File: src/design/apb_delay_defs.svh
`ifndef APB_DELAY_DEFS_SVH
`define APB_DELAY_DEFS_SVH

// apb bus widths
`define APB_ADDR_WIDTH 32
`define APB_DATA_WIDTH 32

// fixed-point ratio, fraction bits and default value
// 2.5 in q.10 format
`define APB_DELAY_FRAC 10
`define APB_DELAY_RATIO 2560

// 1 scales the wait states, 0 turns the delayer into plain wires
`define APB_DELAY_ON 1

// register bank depth in 32-bit words
`define REG_BANK_WORDS 16

`endif

File: src/design/apb_delay_pkg.sv
`include "apb_delay_defs.svh"

package apb_delay_pkg;

    // plain vector types for the bus fields
    typedef logic [`APB_ADDR_WIDTH-1:0]   addr_t;
    typedef logic [`APB_DATA_WIDTH-1:0]   data_t;
    typedef logic [`APB_DATA_WIDTH/8-1:0] strb_t;
    typedef logic [2:0]                   prot_t;

    // wait states of the register bank, 0 to 7
    typedef logic [2:0] wait_t;

    // requester to completer
    typedef struct packed {
        addr_t paddr;
        logic  psel;
        logic  penable;
        prot_t pprot;
        logic  pwrite;
        data_t pwdata;
        strb_t pstrb;
    } apb_req_t;

    // completer to requester
    typedef struct packed {
        logic  pready;
        data_t prdata;
        logic  pslverr;
    } apb_rsp_t;

    // delayer fsm
    typedef enum logic [1:0] {
        idle,
        active,
        delay
    } delay_state_t;

endpackage

File: src/design/apb_delay_top.sv
`include "apb_delay_defs.svh"

module apb_delay_top
    import apb_delay_pkg::*;
(
    input  logic  clock,
    input  logic  reset,
    input  addr_t paddr,
    input  logic  psel,
    input  logic  penable,
    input  prot_t pprot,
    input  logic  pwrite,
    input  data_t pwdata,
    input  strb_t pstrb,
    output logic  pready,
    output data_t prdata,
    output logic  pslverr
);

    apb_req_t up_req;
    apb_rsp_t up_rsp;
    apb_req_t dn_req;
    apb_rsp_t dn_rsp;

    // upstream pins into the request struct
    assign up_req.paddr   = paddr;
    assign up_req.psel    = psel;
    assign up_req.penable = penable;
    assign up_req.pprot   = pprot;
    assign up_req.pwrite  = pwrite;
    assign up_req.pwdata  = pwdata;
    assign up_req.pstrb   = pstrb;

    assign pready  = up_rsp.pready;
    assign prdata  = up_rsp.prdata;
    assign pslverr = up_rsp.pslverr;

    apb_delayer #(
        .ratio (64'(`APB_DELAY_RATIO))
    ) apb_delayer_inst (
        .clock  (clock),
        .reset  (reset),
        .up_req (up_req),
        .up_rsp (up_rsp),
        .dn_req (dn_req),
        .dn_rsp (dn_rsp)
    );

    apb_reg_bank apb_reg_bank_inst (
        .clock (clock),
        .reset (reset),
        .req   (dn_req),
        .rsp   (dn_rsp)
    );

endmodule

File: src/design/apb_delayer.sv
`include "apb_delay_defs.svh"

module apb_delayer
    import apb_delay_pkg::*;
#(
    parameter logic [63:0] ratio = 64'(`APB_DELAY_RATIO)
) (
    input  logic     clock,
    input  logic     reset,
    input  apb_req_t up_req,
    output apb_rsp_t up_rsp,
    output apb_req_t dn_req,
    input  apb_rsp_t dn_rsp
);

    if (`APB_DELAY_ON != 0) begin : gen_delay

        delay_state_t state;
        // accumulates ratio per wait cycle, then counts down the extra delay
        logic [63:0]  acc;
        data_t        held_prdata;
        logic         held_pslverr;
        logic         setup_seen;
        logic         release_rsp;

        assign setup_seen  = up_req.psel && !up_req.penable;
        // delay over, response goes out on the next edge
        assign release_rsp = (state == delay) && (acc == '0);

        // address, data and control pass straight through
        // psel and penable are held off while the response is pending,
        // so the bank sees its transfer end as soon as it answers
        always_comb begin
            dn_req = up_req;
            if ((state == delay) || up_rsp.pready) begin
                dn_req.psel    = 1'b0;
                dn_req.penable = 1'b0;
            end
        end

        always_ff @(posedge clock) begin
            if (reset) begin
                state <= idle;
            end else begin
                case (state)
                    idle: begin
                        if (setup_seen) begin
                            state <= active;
                        end
                    end
                    active: begin
                        if (dn_rsp.pready) begin
                            state <= delay;
                        end
                    end
                    delay: begin
                        if (acc == '0) begin
                            state <= idle;
                        end
                    end
                    default: state <= idle;
                endcase
            end
        end

        always_ff @(posedge clock) begin
            if (reset) begin
                acc <= '0;
            end else begin
                case (state)
                    idle: acc <= '0;
                    active: begin
                        if (dn_rsp.pready) begin
                            // integer part is the extra delay D
                            acc <= acc >> `APB_DELAY_FRAC;
                        end else begin
                            acc <= acc + ratio;
                        end
                    end
                    delay: begin
                        if (acc != '0) begin
                            acc <= acc - 64'd1;
                        end
                    end
                    default: acc <= '0;
                endcase
            end
        end

        // bank response captured when the bank completes
        always_ff @(posedge clock) begin
            if ((state == active) && dn_rsp.pready) begin
                held_prdata  <= dn_rsp.prdata;
                held_pslverr <= dn_rsp.pslverr;
            end
        end

        // one-cycle registered response, zero otherwise
        always_ff @(posedge clock) begin
            if (reset) begin
                up_rsp <= '0;
            end else if (release_rsp) begin
                up_rsp.pready  <= 1'b1;
                up_rsp.prdata  <= held_prdata;
                up_rsp.pslverr <= held_pslverr;
            end else begin
                up_rsp <= '0;
            end
        end

    end else begin : gen_bypass

        assign dn_req = up_req;
        assign up_rsp = dn_rsp;

    end

endmodule

File: src/design/apb_reg_bank.sv
`include "apb_delay_defs.svh"

module apb_reg_bank
    import apb_delay_pkg::*;
(
    input  logic     clock,
    input  logic     reset,
    input  apb_req_t req,
    output apb_rsp_t rsp
);

    localparam int idx_w = $clog2(`REG_BANK_WORDS);
    localparam logic [idx_w-1:0] last_idx = idx_w'(`REG_BANK_WORDS - 1);

    data_t            mem [`REG_BANK_WORDS];
    wait_t            wait_reg;
    wait_t            wait_cnt;
    addr_t            word_addr;
    logic [idx_w-1:0] idx;
    logic             in_range;
    logic             setup;
    logic             access;
    logic             done;

    // word address, low two bits ignored
    assign word_addr = req.paddr >> 2;
    assign idx       = word_addr[idx_w-1:0];
    assign in_range  = word_addr < `REG_BANK_WORDS;

    assign setup  = req.psel && !req.penable;
    assign access = req.psel && req.penable;
    // access phase ends when the wait counter has run out
    assign done   = access && (wait_cnt == '0);

    // wait counter, loaded at setup and counted down in the access phase
    always_ff @(posedge clock) begin
        if (reset) begin
            wait_cnt <= '0;
        end else if (setup) begin
            wait_cnt <= wait_reg;
        end else if (access && (wait_cnt != '0)) begin
            wait_cnt <= wait_cnt - wait_t'(1);
        end
    end

    // word array with byte strobes
    always_ff @(posedge clock) begin
        if (reset) begin
            for (int w = 0; w < `REG_BANK_WORDS; w++) begin
                mem[w] <= '0;
            end
        end else if (done && req.pwrite && in_range) begin
            for (int b = 0; b < `APB_DATA_WIDTH / 8; b++) begin
                if (req.pstrb[b]) begin
                    mem[idx][8*b +: 8] <= req.pwdata[8*b +: 8];
                end
            end
        end
    end

    // last word doubles as the wait-state setting
    // byte 0 holds the value, so strobe 0 has to be set
    always_ff @(posedge clock) begin
        if (reset) begin
            wait_reg <= '0;
        end else if (done && req.pwrite && in_range && (idx == last_idx) && req.pstrb[0]) begin
            wait_reg <= wait_t'(req.pwdata[2:0]);
        end
    end

    // response straight from the counter and the address decode
    always_comb begin
        rsp = '0;
        rsp.pready = done;
        if (done && !in_range) begin
            rsp.pslverr = 1'b1;
        end
        if (done && in_range && !req.pwrite) begin
            rsp.prdata = mem[idx];
        end
    end

endmodule

File: config.mk
export PLATFORM = sky130hd
export DESIGN_NAME = apb_delay_top
export DESIGN_NICKNAME = d
export VERILOG_FILES = /design/src/design/apb_delay_pkg.sv /design/src/design/apb_delay_top.sv /design/src/design/apb_delayer.sv /design/src/design/apb_reg_bank.sv
export VERILOG_INCLUDE_DIRS = /design/src /design/src/design
export SDC_FILE = /design/constraint.sdc
export NUM_CORES = 1
export LEC_CHECK = 0
export BUFFER_PORTS_ARGS = -buffer_cell sky130_fd_sc_hd__clkbuf_2
export CAP_MARGIN = 40
export CORE_MARGIN = 1
export CORE_UTILIZATION = 30
export CTS_BUF_LIST = sky130_fd_sc_hd__clkbuf_4 sky130_fd_sc_hd__clkbuf_8
export DETAILED_ROUTE_END_ITERATION = 10
export HOLD_SLACK_MARGIN = 0.08
export MAX_ROUTING_LAYER = met4
export REMOVE_ABC_BUFFERS = 1
export SETUP_SLACK_MARGIN = 0.15
export SLEW_MARGIN = 20
export SYNTH_ARGS = -nofsm -noshare
export SYNTH_HDL_FRONTEND = slang
export SYNTH_SLANG_ARGS = --single-unit
File: constraint.sdc
create_clock -name clock -period 5.1 [get_ports clock]
set_input_delay 1.02 -clock clock [delete_from_list [all_inputs] [get_ports clock]]
set_output_delay 1.02 -clock clock [all_outputs]
set_load 0.03 [all_outputs]
# Word-level counts from Yosys, hierarchy flattened
# Memories as Yosys holds them, arrays and structs flattened. A register that Yosys moved wholly into a read port is not among the register bits.
# Cells that the tools add are included.
[word_totals] ff_bits=107 latchBits=0 ram_bits=512 romBits=0 in_bits=76 output_inout_bits=34 wordCells=83 memories=1
[memory_table] name="apb_reg_bank_inst.mem" words=16 word_bits=32 read_ports=1 rd_clocked_by_memory_dff=1 write_ports=16 line="apb_reg_bank.sv:15" text="data_t mem [`REG_BANK_WORDS];"
[op_classes] n_addsub=3 n_mul=0 div=0 magnitude_cmp=1 eq_ne=7 shift=0 n_mux=33 bitwise_logic=1 n_reduce_logical=29
[ops] op="$mux 64" count=2
[ops] op="$pmux 64 s2" count=1
[ops] op="$add 64x12->64 const B" count=1
[ops] op="$logic_not 64->1" count=1
[ops] op="$reduce_bool 64->1" count=1
[ops] op="$sub 64x1->64 const B" count=1
[ops] op="$mux 34" count=1
[ops] op="$mux 32" count=1
[ops] op="$reduce_or 32->1" count=1
[ops] op="$lt 30x5->1 const B" count=1
[ops] op="$mux 1" count=19
[ops] op="$logic_and 1x1->1" count=14
[ops] op="$mux 2" count=4
[ops] op="$mux 4" count=2
[ops] op="$mux 3" count=2
[ops] op="$pmux 2 s3" count=1
[ops] op="$logic_not 1->1" count=5
[ops] op="$eq 4x4->1 const B" count=1
[ops] op="$ne 2x1->1 const B" count=2
[ops] op="$ne 2x2->1 const B" count=2
[ops] op="$logic_not 3->1" count=1
[ops] op="$reduce_and 3->1" count=1
[ops] op="$reduce_bool 3->1" count=1
[ops] op="$sub 3x1->3 const B" count=1
[ops] op="other kinds (7)" count=7

# Logic depth before layout (Yosys ltp)
# Gate-level depths: netlist of the first run.
[depth] word_depth=12 ltp_mapped=10 mapped_depth_nobuf=8

# Hierarchy
# From an unflattened synthesis of the first run, not the netlist that was laid out.
[hier_totals] cells_unflattened=2636 hier_area_um2=31846.8
[modules_own_cells] module="apb_reg_bank" n_inst=1 cells_per_inst=1643 area_per_inst_um2=23626.4
[modules_own_cells] module="apb_delayer" n_inst=1 cells_per_inst=993 area_per_inst_um2=8220.4

# Worst setup path after synthesis of the first run
# Ideal clock, no wire load.
[synth_path] path_kind="input to register" start="input paddr[2]" end="register apb_delayer_inst.gen_delay.held_prdata[10], read port of apb_reg_bank_inst.mem, data pin" t_arrival_ns=3.358 required_time_ns=4.834 path_slack_ns=1.475 path_stages=6 path_cell_list="clkbuf_1 > clkbuf_1 > buf_1 > mux4_2 > mux4_2 > nor2b_1"
[synth_between] elab_chain_cells=4
[synth_rtl] item="start: declaration" line="apb_delay_top.sv:8" text="input addr_t paddr,"
[synth_rtl] item="$lt 30x5->1 (no source line)"
[synth_rtl] item="$logic_and 1x1->1 (2 in a row)" line="apb_reg_bank.sv:78" text="if (done && in_range && !req.pwrite) begin"
[synth_rtl] item="$logic_not 1->1 (no source line)"
[synth_rtl] item="end: declaration" line="apb_delayer.sv:21" text="data_t held_prdata;"
# Parallel ways exist; a longest one is shown, timed or not.
# A chain may end at the register's enable or synchronous reset.

# Worst setup path after layout of the first run
[layout_path] start="register apb_delayer_inst.gen_delay.acc[12]" end="register, netlist name apb_delayer_inst.up_rsp[12]"
[layout_between] elab_chain_cells=4
[layout_rtl] item="start: declaration" line="apb_delayer.sv:20" text="logic [63:0] acc;"
[layout_rtl] item="start signal: assignment" line="apb_delayer.sv:75" text="acc <= acc >> `APB_DELAY_FRAC;"
[layout_rtl] item="start signal: assignment" line="apb_delayer.sv:77" text="acc <= acc + ratio;"
[layout_rtl] item="start signal: assignment" line="apb_delayer.sv:82" text="acc <= acc - 64'd1;"
[layout_rtl] item="$logic_not 64->1" line="apb_delayer.sv:28" text="assign release_rsp = (state == delay) && (acc == '0);"
[layout_rtl] item="$logic_and 1x1->1" line="apb_delayer.sv:28"
[layout_rtl] item="$not 1->1 (no source line)"
[layout_rtl] item="$reduce_or 2->1 (no source line)"
# Every way passes these cells.

==> results of run 1 <==
through the flow:
stage               total power, mW    util  instance area, um2
floorplan                     7.296       -               30810
global placement              7.986  0.3225               33480
CTS                           12.81  0.3450               35810
finish                        12.71  0.3451               35820
detailed placement            8.006  0.3235               33580
global route                  13.21  0.3451               35820
Yosys cell counts, types with 33 or more instances:
cell type / n
dfxtp_1: 106
a21oi_1: 46
or2_2: 66
clkbuf_1: 156
mux4_2: 160
nand2_1: 94
nor2_1: 148
nand4_1: 33
nor4_1: 45
nor2b_1: 40
nand3_1: 52
xnor2_1: 48
edfxtp_1: 545
and2_1: 550
nor3_1: 50
power groups by stage:
stage | clock network (mW) | logic (mW) | registers [mW]
3_5_place_dp | 0 | 1.86 | 6.14
5_1_grt | 5.13 | 2.03 | 6.05
2_1_floorplan | 0 | 1.17 | 6.12
6_report | 4.80 | 1.88 | 6.03
4_1_cts | 4.90 | 1.87 | 6.03
3_3_place_gp | 0 | 1.85 | 6.14
metal layers:
metal,part of all wire,GRT usage
met4,0.024,0.04236
met1,0.43,0.2102
met2,0.48,0.2517
met5,0,-
met3,0.064,0.02771
area by class of cell:
type	count	area (um2)
Inverter	17	63.81
Antenna cell	2	5.005
Clock inverter	40	342.8
Multi-Input combinational cell	1587	12310
Fill cell	10130	67970
Sequential cell	651	18490
Tap cell	1380	1727
Clock buffer	155	1889
Timing Repair Buffer	155	993.5
path summary, 6_finish.rpt:
check | startpoint | to | slack, ns | cells past startpoint
max | apb_delayer_inst.gen_delay.acc[12] | apb_delayer_inst.up_rsp[12] | 1.40 | 7
max reg2reg | apb_delayer_inst.gen_delay.acc[12] | apb_delayer_inst.up_rsp[12] | 1.40 | 7
min | apb_delayer_inst.gen_delay.held_prdata[29] | apb_delayer_inst.up_rsp[30] | 0.44 | 1
min reg2reg | apb_delayer_inst.gen_delay.held_prdata[29] | apb_delayer_inst.up_rsp[30] | 0.44 | 1
logic make-up (layout without fill, tap and decap cells):
family                   Yosys count  in the layout  share of synthesized area
adder cells (fa/ha/maj)            9              9                   0.003576
AO/OA/AOI/OAI                    184            184                    0.04009
multiplexers                     164            164                     0.1157
other                              0              2                          0
buffers and inverters            196            367                    0.02356
AND/OR/NAND/NOR                 1158           1158                     0.2099
XOR/XNOR                          72             72                    0.02002
flip-flops                       651            651                     0.5871
==> metrics.txt, run 1 <==
Final Cycle Share 0.7262; average via count per standard cell between 4 and 5; number of antenna violations at the first check in global routing 5; TritonCTS clock tree done; Post-Synthesis Cell Area 31490 um2; critical path class reg2reg; core region area between 100000 and 150000 um2; remaining routing DRC violations 0; transition time of the tightest slew-check pin around 0.86 ns; total of cells resized after clock tree synthesis 0; net count reported at finish 2603; number of enable-type register cells in the synthesized netlist 545; first-pass GRT wire length around 120000 um; post-synthesis to final-layout area growth 13.74%; boundary pin count between 100 and 150; deepest level of the CTS H-tree 3; # clock sinks ~650; RSZ-0062 raised after global routing no; Post-Synthesis Cells approximately 2400; Static Leakage ~13 nW; non-filler instance count after layout around 4000; endpoint type of the worst setup path register; internal cell power 9.212 mW; clock network latency to the later pin of the worst-skew pair around 0.77 ns; total via count after detailed routing 19840; sequential cell fraction of total power 0.475; number of hold buffers added after cts 0; post-layout worst setup margin approximately 1.4 ns; Max Root-Sink Buffers 3; Largest stage delay, worst path roughly 0.68 ns; cell at the root of the clock tree clkbuf_8; Data arrival, critical path around 4.3 ns; registers with the most flip-flops apb_reg_bank_inst.mem: 512 flops, apb_delayer_inst.gen_delay.acc: 64 flops, apb_delayer_inst.up_rsp: 34 flops; share of total power in the clock network 0.377; starting density of the core 0.3034; die outline area between 100000 and 150000 um2; leading cell types by total area after synthesis edfxtp_1 (52%), mux4_2 (11%), and2_1 (11%); VDD IR-drop max 0.2446 mV; number of buffers inserted by post-CTS setup repair 0; most frequent CP cell nand2_1; buffers added on ports between 100 and 150; proportion of power drawn by combinational gates 0.148; clock transition at the registers of the reported paths 0.07 ns; global router's overall resource usage 0.1591; pin count of the biggest net entering global routing approximately 110; die span in y roughly 330 um; max reg flops between 500 and 600; Setup Viol. Count Final 0; synthesized flop and latch total 651; max capacitance violation total 0; net switching share of the total power 0.2751; count of unique library cells instantiated by Yosys 72; worst hold margin roughly 0.44 ns; share of the yosys chip area belonging to registers 0.5871; Yosys top cell by area edfxtp_1; Avg Cell Area, Syn 12.94 um2; gp weighted congestion around 0.87; max-slew violation total from the final report 0; path class of the lowest-slack min-delay path reg2reg; Max-slew headroom 0.4240; FMAX 0.2700 GHz; minimum clock period between 3 and 4 ns; Biggest register apb_reg_bank_inst.mem; largest fanout on the critical path 29; via count of the first global-routing pass 19600; Congestion Overflow GR 0; leading register cell type out of synthesis edfxtp_1; status complete, no violations; fraction of final layout cells sized beyond drive strength 1 0.2215; WP data required around 5.7 ns; most common cell after layout, fill and taps aside and2_1; total clock buffers created by CTS 106; Yosys top cell area share 0.5197; CP max-delay cell nor4_1; Detailed Route WL just over 80000 um; wire length per cell after detailed routing between 20 and 25 um; Clock Skews roughly 0.054 ns; Setup crit start kind register; detailed placer's ending HPWL roughly 54000 um; total negative slack 0 ns; Site Rows around 120; cells along the critical path nor4_1 -> nand2_1 -> nor2_1 -> nand2_1 -> nor4_4 -> buf_4 -> and2_1; number of buffer and inverter stages on the critical path 1; Post-Place Setup Slack between 1 and 1.5 ns; top cell family by delay on the critical path simple AND/OR/NAND/NOR gates; synth warn 0; drt first pass iters 5; Iteration-0 DRC Markers approximately 1700; post-detailed-route count of antenna-violating nets 0; switching component of the power between 3 and 4 mW; share of async-settable or async-resettable flops after synthesis 0; Placed Instances 3789; ratio of total power to cell area around 350 nW/um2; die width 326.0 um; commonest cells after routing, fill and taps aside and2_1 (550), edfxtp_1 (545), mux4_2 (160); final hold viol count 0
(Power assumes the default switching activity.)
==> inputs of run 2 (changes only) <==
Settings changed: ABC_AREA set to 1.
Clock period 5.1 ns to 3.8 ns, I/O delays scaled along.
==> run 2 against run 1 <==
Compared with the run above:
- flip-flop and latch count did not move
- fmax rose by 35%
- critical endpoint is now apb_delayer_inst.up_rsp[0]
- sequential share of layout area fell by 2.1 points
- critical path depth rose by 4
- clock skew rose by 0.014 ns
- non-clock buffer count rose by 2
- wire length rose by 21%
- design area rose by 4.2%
==> metrics.txt, run 2 <==
status complete, no violations; share of the yosys chip area belonging to registers 0.5578; endpoint type of the worst setup path register; clock transition at the registers of the reported paths about 0.060 ns; leading cell types by total area after synthesis edfxtp_1 (49%), nor2_1 (9.5%), nand3_1 (8.4%); Max Root-Sink Buffers 3; global router's overall resource usage 0.1808; fraction of final layout cells sized beyond drive strength 1 0.1245; worst hold margin 0.4535 ns; Clock Skews 0.06802 ns; path class of the lowest-slack min-delay path reg2reg; Cell Area, Placed around 35000 um2; Max-slew headroom 0.4458; gp weighted congestion 0.9437; total via count after detailed routing 26730; pin count of the biggest net entering global routing around 150; synth warn 0; max-slew violation total from the final report 0; leading cell types by count after synthesis nor2_1 (840), nand2_1 (667), nand3_1 (559); die span in y ~330 um; minimum clock period roughly 2.8 ns; top-count cell post-synth nor2_1; post-layout worst setup margin 1.048 ns; number of hold buffers added after cts 0; average via count per standard cell 5.033; clock network latency to the later pin of the worst-skew pair about 0.76 ns; Yosys top cell area share 0.4938; number of enable-type register cells in the synthesized netlist 545; number of antenna violations at the first check in global routing 5; die width 334.4 um; Final Cycle Share 0.7243; die outline area between 100000 and 150000 um2; Yosys top cell by area edfxtp_1; Post-Place Setup Slack ~0.55 ns; worst hold stages 2; remaining routing DRC violations 0; detailed placer's ending HPWL 67520 um; final standard cell area without fillers 37340 um2; wire length per cell after detailed routing 18.85 um; Reg2Reg Capture Point apb_delayer_inst.up_rsp[0]; cells along the critical path inv_1 -> ha_1 -> nand2_4 -> nor2_4 -> nand2_1 -> nor2_1 -> nand3_1 -> nor3_2 -> nand4_4 -> buf_4 -> nor2_1; max capacitance violation total 0; total of cells resized after clock tree synthesis 0; post-synthesis to final-layout area growth 12.66%; most common cell after layout, fill and taps aside nor2_1; Detailed Route WL approximately 100000 um; leading register cell type out of synthesis edfxtp_1; RSZ-0062 raised after global routing no; boundary pin count 110; largest fanout on the critical path 16; Iteration-0 DRC Markers 2343; ratio of total power to cell area ~420 nW/um2; WP data required 4.38 ns; share of async-settable or async-resettable flops after synthesis 0; via count of the first global-routing pass around 26000; drt first pass iters 6; buffers added on ports 104; net count reported at finish 3828; transition time of the tightest slew-check pin around 0.83 ns; count of unique library cells instantiated by Yosys between 40 and 50; Avg Cell Area, Syn around 9.0 um2; registers with the most flip-flops apb_reg_bank_inst.mem: 512 flops, apb_delayer_inst.gen_delay.acc: 64 flops, apb_delayer_inst.up_rsp: 34 flops; Biggest register apb_reg_bank_inst.mem; max reg flops just over 500; cell at the root of the clock tree clkbuf_8; Setup Viol. Count Final 0; first-pass GRT wire length ~150000 um; Data arrival, critical path between 3 and 4 ns; Site Rows 121; commonest cells after routing, fill and taps aside nor2_1 (839), nand2_1 (667), nand3_1 (558); startpoint of the most critical register-to-register path apb_delayer_inst.gen_delay.acc[0]; Post-Synthesis Cells 3692; most frequent CP cell nor2_1; Static Leakage about 15 nW; total clock buffers created by CTS ~100; reg2reg setup slack about 1.0 ns; critical path class reg2reg; end of the worst hold path apb_delayer_inst.up_rsp[23]; number of cells on the worst reg-to-reg path 11; TritonCTS clock tree done; final hold viol count 0; post-detailed-route count of antenna-violating nets 0; FMAX about 0.36 GHz; startpoint of the lowest-slack hold path apb_delayer_inst.gen_delay.held_prdata[22]; # clock sinks 651; CP max-delay cell nor2_1; Post-Synthesis Cell Area 33140 um2; Setup crit start kind register; VDD IR-drop max just under 0.3 mV; start point of the critical path apb_delayer_inst.gen_delay.acc[0]; Placed Instances a little over 5000; Largest stage delay, worst path 0.36 ns; Congestion Overflow GR 0; core region area roughly 110000 um2; number of buffers inserted by post-CTS setup repair 0; deepest level of the CTS H-tree 3; synthesized flop and latch total around 650; utilization after layout 0.3421; starting density of the core 0.3036; non-filler instance count after layout 5311
## run 2: worst max-delay path, delay by kind of cell (launching register included)
| kind | cells | cell delay (ns) |
|---|---|---|
| adders and majority gates | 1 | 0.34 |
| DFF | 1 | 0.32 |
| buffers and inverters | 2 | 0.40 |
| and+or+nand+nor | 8 | 1.55 |
## run 2: area by class of cell
cell class	instances	area [um2]
tap	1476	1847
sequential	651	18490
timing repair buffer	157	1157
inverter	242	918.4
clock inverter	40	264.0
fill	11240	71820
clock buffer	153	1856
multi-input combinational	2587	12800
antenna	5	12.51
## run 2: per-layer routing
layer	routed length (um)	vias up	part of all wire	track usage
met1	42200	12790	0.42	0.2293
li1	-	12730	-	-
met5	0	-	0	-
met4	3373	0	0.034	0.06344
met3	7027	202	0.070	0.02961
met2	47490	1006	0.47	0.2913
## run 2: cells by family after synthesis
kind of cell               Yosys count  synth area share
AOI/OAI and AO/OA                  312           0.05836
and+or+nand+nor                   2256            0.3208
DFF                                651            0.5578
xor gates and xnor gates            10          0.002643
buffers and inverters              454           0.05696
adders and majority gates            9          0.003398
## run 2: worst max-delay path by stage
stage,endpoint,slack [ns],cells past startpoint
after floorplan,apb_reg_bank_inst.mem[13][10],-3.52,6
final,apb_delayer_inst.up_rsp[0],1.05,11
after global placement,apb_reg_bank_inst.mem[4][15],0.55,12
after CTS,apb_delayer_inst.up_rsp[0],1.07,11
after global routing,apb_reg_bank_inst.mem[12][27],0.86,10
after detailed placement,apb_reg_bank_inst.mem[4][15],0.55,12
## run 2: metrics by stage
step,setup TNS (ns),power (mW)
after floorplan,-1851.25,8.936
after global placement,0,9.539
after detailed placement,0,9.570
after CTS,0,15.78
after global routing,0,16.22
final,0,15.69
## run 2: power by group
group	internal [mW]	leakage, nW	switching (mW)
registers	7.92	6.41	0.0700
logic	0.337	7.23	1.11
clock network	3.24	1.14	3.03
total	11.5	14.8	4.20
==> inputs of run 3 (changes only) <==
Clock period 3.8 ns to 2.75 ns, I/O delays scaled along.
==> run 3 against run 2 <==
Compared with the run above:
- non-clock buffer count increased by 129
- first-iteration DRC count shrank 2.3%
- clock power grew 44%
- combinational power grew 44%
- global-route usage grew 0.40 points
- sequential share of layout area decreased by 1.5 points
- setup slack worse by 0.80 ns
- core utilization increased by 1.1 points
- via count up 1.7%
- design area rose by 3.2%
- highest routed layer unchanged
==> metrics.txt, run 3 (synthesis results as in run 2) <==
status complete, no violations; final hold viol count 0; max capacitance violation total 0; final standard cell area without fillers between 30000 and 40000 um2; detailed placer's ending HPWL between 70000 and 80000 um; net switching share of the total power 0.2632; die span in y 334.4 um; via count of the first global-routing pass 26040; Max Root-Sink Buffers 3; Cell Area, Placed 36310 um2; global router's overall resource usage 0.1847; VDD IR-drop max 0.3801 mV; switching component of the power slightly below 6 mW; total via count after detailed routing about 27000; TritonCTS clock tree done; number of hold buffers added after cts 0; path class of the lowest-slack min-delay path in2reg; ratio of total power to cell area 573.8 nW/um2; starting density of the core 0.3036; WP data required between 3 and 4 ns; Static Leakage between 15 and 20 nW; wire length per cell after detailed routing about 19 um; clock network latency to the later pin of the worst-skew pair 0.74 ns; cell at the root of the clock tree clkbuf_8; cells along the critical path inv_1 -> ha_1 -> nand2_4 -> nor2_4 -> nand2_1 -> nor2_1 -> nand3_1 -> nor3_2 -> nand4_4 -> buf_12 -> nor2_1; Setup crit start kind register; drt first pass iters 6; total clock buffers created by CTS roughly 110; Site Rows 121; post-synthesis to final-layout area growth 16.30%; clock transition at the registers of the reported paths around 0.06 ns; net count reported at finish 3958; pin count of the biggest net entering global routing 135; Max-slew headroom 0.4585; buffers added on ports 104; internal cell power 16.30 mW; post-layout worst setup margin approximately 0.25 ns; transition time of the tightest slew-check pin approximately 0.81 ns; deepest level of the CTS H-tree 3; max reg flops a little over 500; Congestion Overflow GR 0; sequential cell fraction of total power 0.499; Detailed Route WL 102400 um; critical path class reg2reg; fraction of final layout cells sized beyond drive strength 1 0.1550; max-slew violation total from the final report 0; Iteration-0 DRC Markers approximately 2300; total of cells resized after clock tree synthesis 0; gp weighted congestion 0.9952; Sequential cell area approximately 18000 um2; die outline area about 110000 um2; CP max-delay cell nor2_1; RSZ-0062 raised after global routing no; commonest cells after routing, fill and taps aside nor2_1 (839), nand2_1 (667), nand3_1 (558); most common cell after layout, fill and taps aside nor2_1; most frequent CP cell nor2_1; number of buffer and inverter stages on the critical path 2; Final Cycle Share 0.9088; Biggest register apb_reg_bank_inst.mem; # clock sinks 651; number of filler cells placed in the layout between 10000 and 15000; die width about 330 um; Total Power between 20 and 25 mW; number of antenna violations at the first check in global routing 2; number of buffers inserted by post-CTS setup repair 0; share of total power in the clock network 0.407; top cell family by delay on the critical path simple AND/OR/NAND/NOR gates; Data arrival, critical path roughly 3.1 ns; FMAX about 0.4 GHz; Post-Place Setup Slack about 0.1 ns; post-detailed-route count of antenna-violating nets 0; average via count per standard cell between 4 and 5; endpoint type of the worst setup path register; Clock Skews 0.03396 ns; multi-input gate area in the final layout around 13000 um2; Setup Viol. Count Final 0; registers with the most flip-flops apb_reg_bank_inst.mem: 512 flops, apb_delayer_inst.gen_delay.acc: 64 flops, apb_delayer_inst.up_rsp: 34 flops; minimum clock period about 2.5 ns; Largest stage delay, worst path a little under 0.4 ns; proportion of power drawn by combinational gates 0.094; core region area 109200 um2; boundary pin count between 100 and 150; remaining routing DRC violations 0; first-pass GRT wire length between 150000 and 200000 um; largest fanout on the critical path 18
run 3: changes by cell type in the layout (fill, tap and decap cells not counted):
cell	delta
buf_4	+117
clkinv_1	-6
buf_12	+14
bufinv_16	+2
inv_6	+1
clkinv_4	-1
buf_16	-2
clkbuf_4	+7
clkbuf_8	+3
diode_2	-3
inv_12	-1
clkinvlp_4	-1
clkinv_8	+1
clkinv_2	-3
run 3: final timing paths:
kind	startpoint	to	slack, ns	cells past startpoint
worst max-delay path	apb_delayer_inst.gen_delay.acc[0]	apb_delayer_inst.up_rsp[0]	0.25	11
worst min-delay path	penable	apb_reg_bank_inst.wait_cnt[1]	0.29	3
worst max register to register	apb_delayer_inst.gen_delay.acc[0]	apb_delayer_inst.up_rsp[0]	0.25	11
worst min register to register	apb_delayer_inst.gen_delay.held_prdata[27]	apb_delayer_inst.up_rsp[28]	0.47	2
run 3: worst reg2reg max path, cell delays in order, from the launching register on:
cell and delay, ns:
dfxtp_1 0.32, inv_1 0.08, ha_1 0.37, nand2_4 0.14, nor2_4 0.11, nand2_1 0.09, nor2_1 0.11, nand3_1 0.16
nor3_2 0.21, nand4_4 0.15, buf_12 0.20, nor2_1 0.39
run 3: area by class of cell:
class / count / share of cell area
clock buffer: 163 / 0.05057
inverter: 242 / 0.02383
multi-input combinational: 2587 / 0.3320
sequential: 651 / 0.4796
timing repair buffer: 286 / 0.05866
antenna: 2 / 0.0001298
tap: 1476 / 0.04791
clock inverter: 32 / 0.007239
run 3: power by group through the flow:
| stage | Combinational, mW | Sequential, mW | Clock [mW] |
|---|---|---|---|
| after floorplan | 1.12 | 11.2 | 0 |
| after global placement | 2.05 | 11.2 | 0 |
| after detailed placement | 2.07 | 11.2 | 0 |
| after CTS | 2.07 | 11.0 | 9.15 |
| after global routing | 2.26 | 11.1 | 9.58 |
| final | 2.08 | 11.0 | 9.00 |
run 3: layer usage:
layer | vias up | track usage | share of wire
li1 | 13010 | - | -
met4 | 0 | 0.06061 | 0.031
met1 | 13000 | 0.2365 | 0.43
met3 | 190 | 0.02568 | 0.063
met5 | - | - | 0
met2 | 991 | 0.3005 | 0.47
run 3: per-stage QoR:
stage	util	hold WS [ns]	TNS, ns	instances
after floorplan	-	0.4393	-3011.74	3480
after global placement	0.3327	0.4533	0	5242
after detailed placement	0.3327	0.4596	0	5242
after CTS	0.3531	0.2097	0	5437
after global routing	0.3531	0.2555	0	5439
final	0.3531	0.2928	0	5439
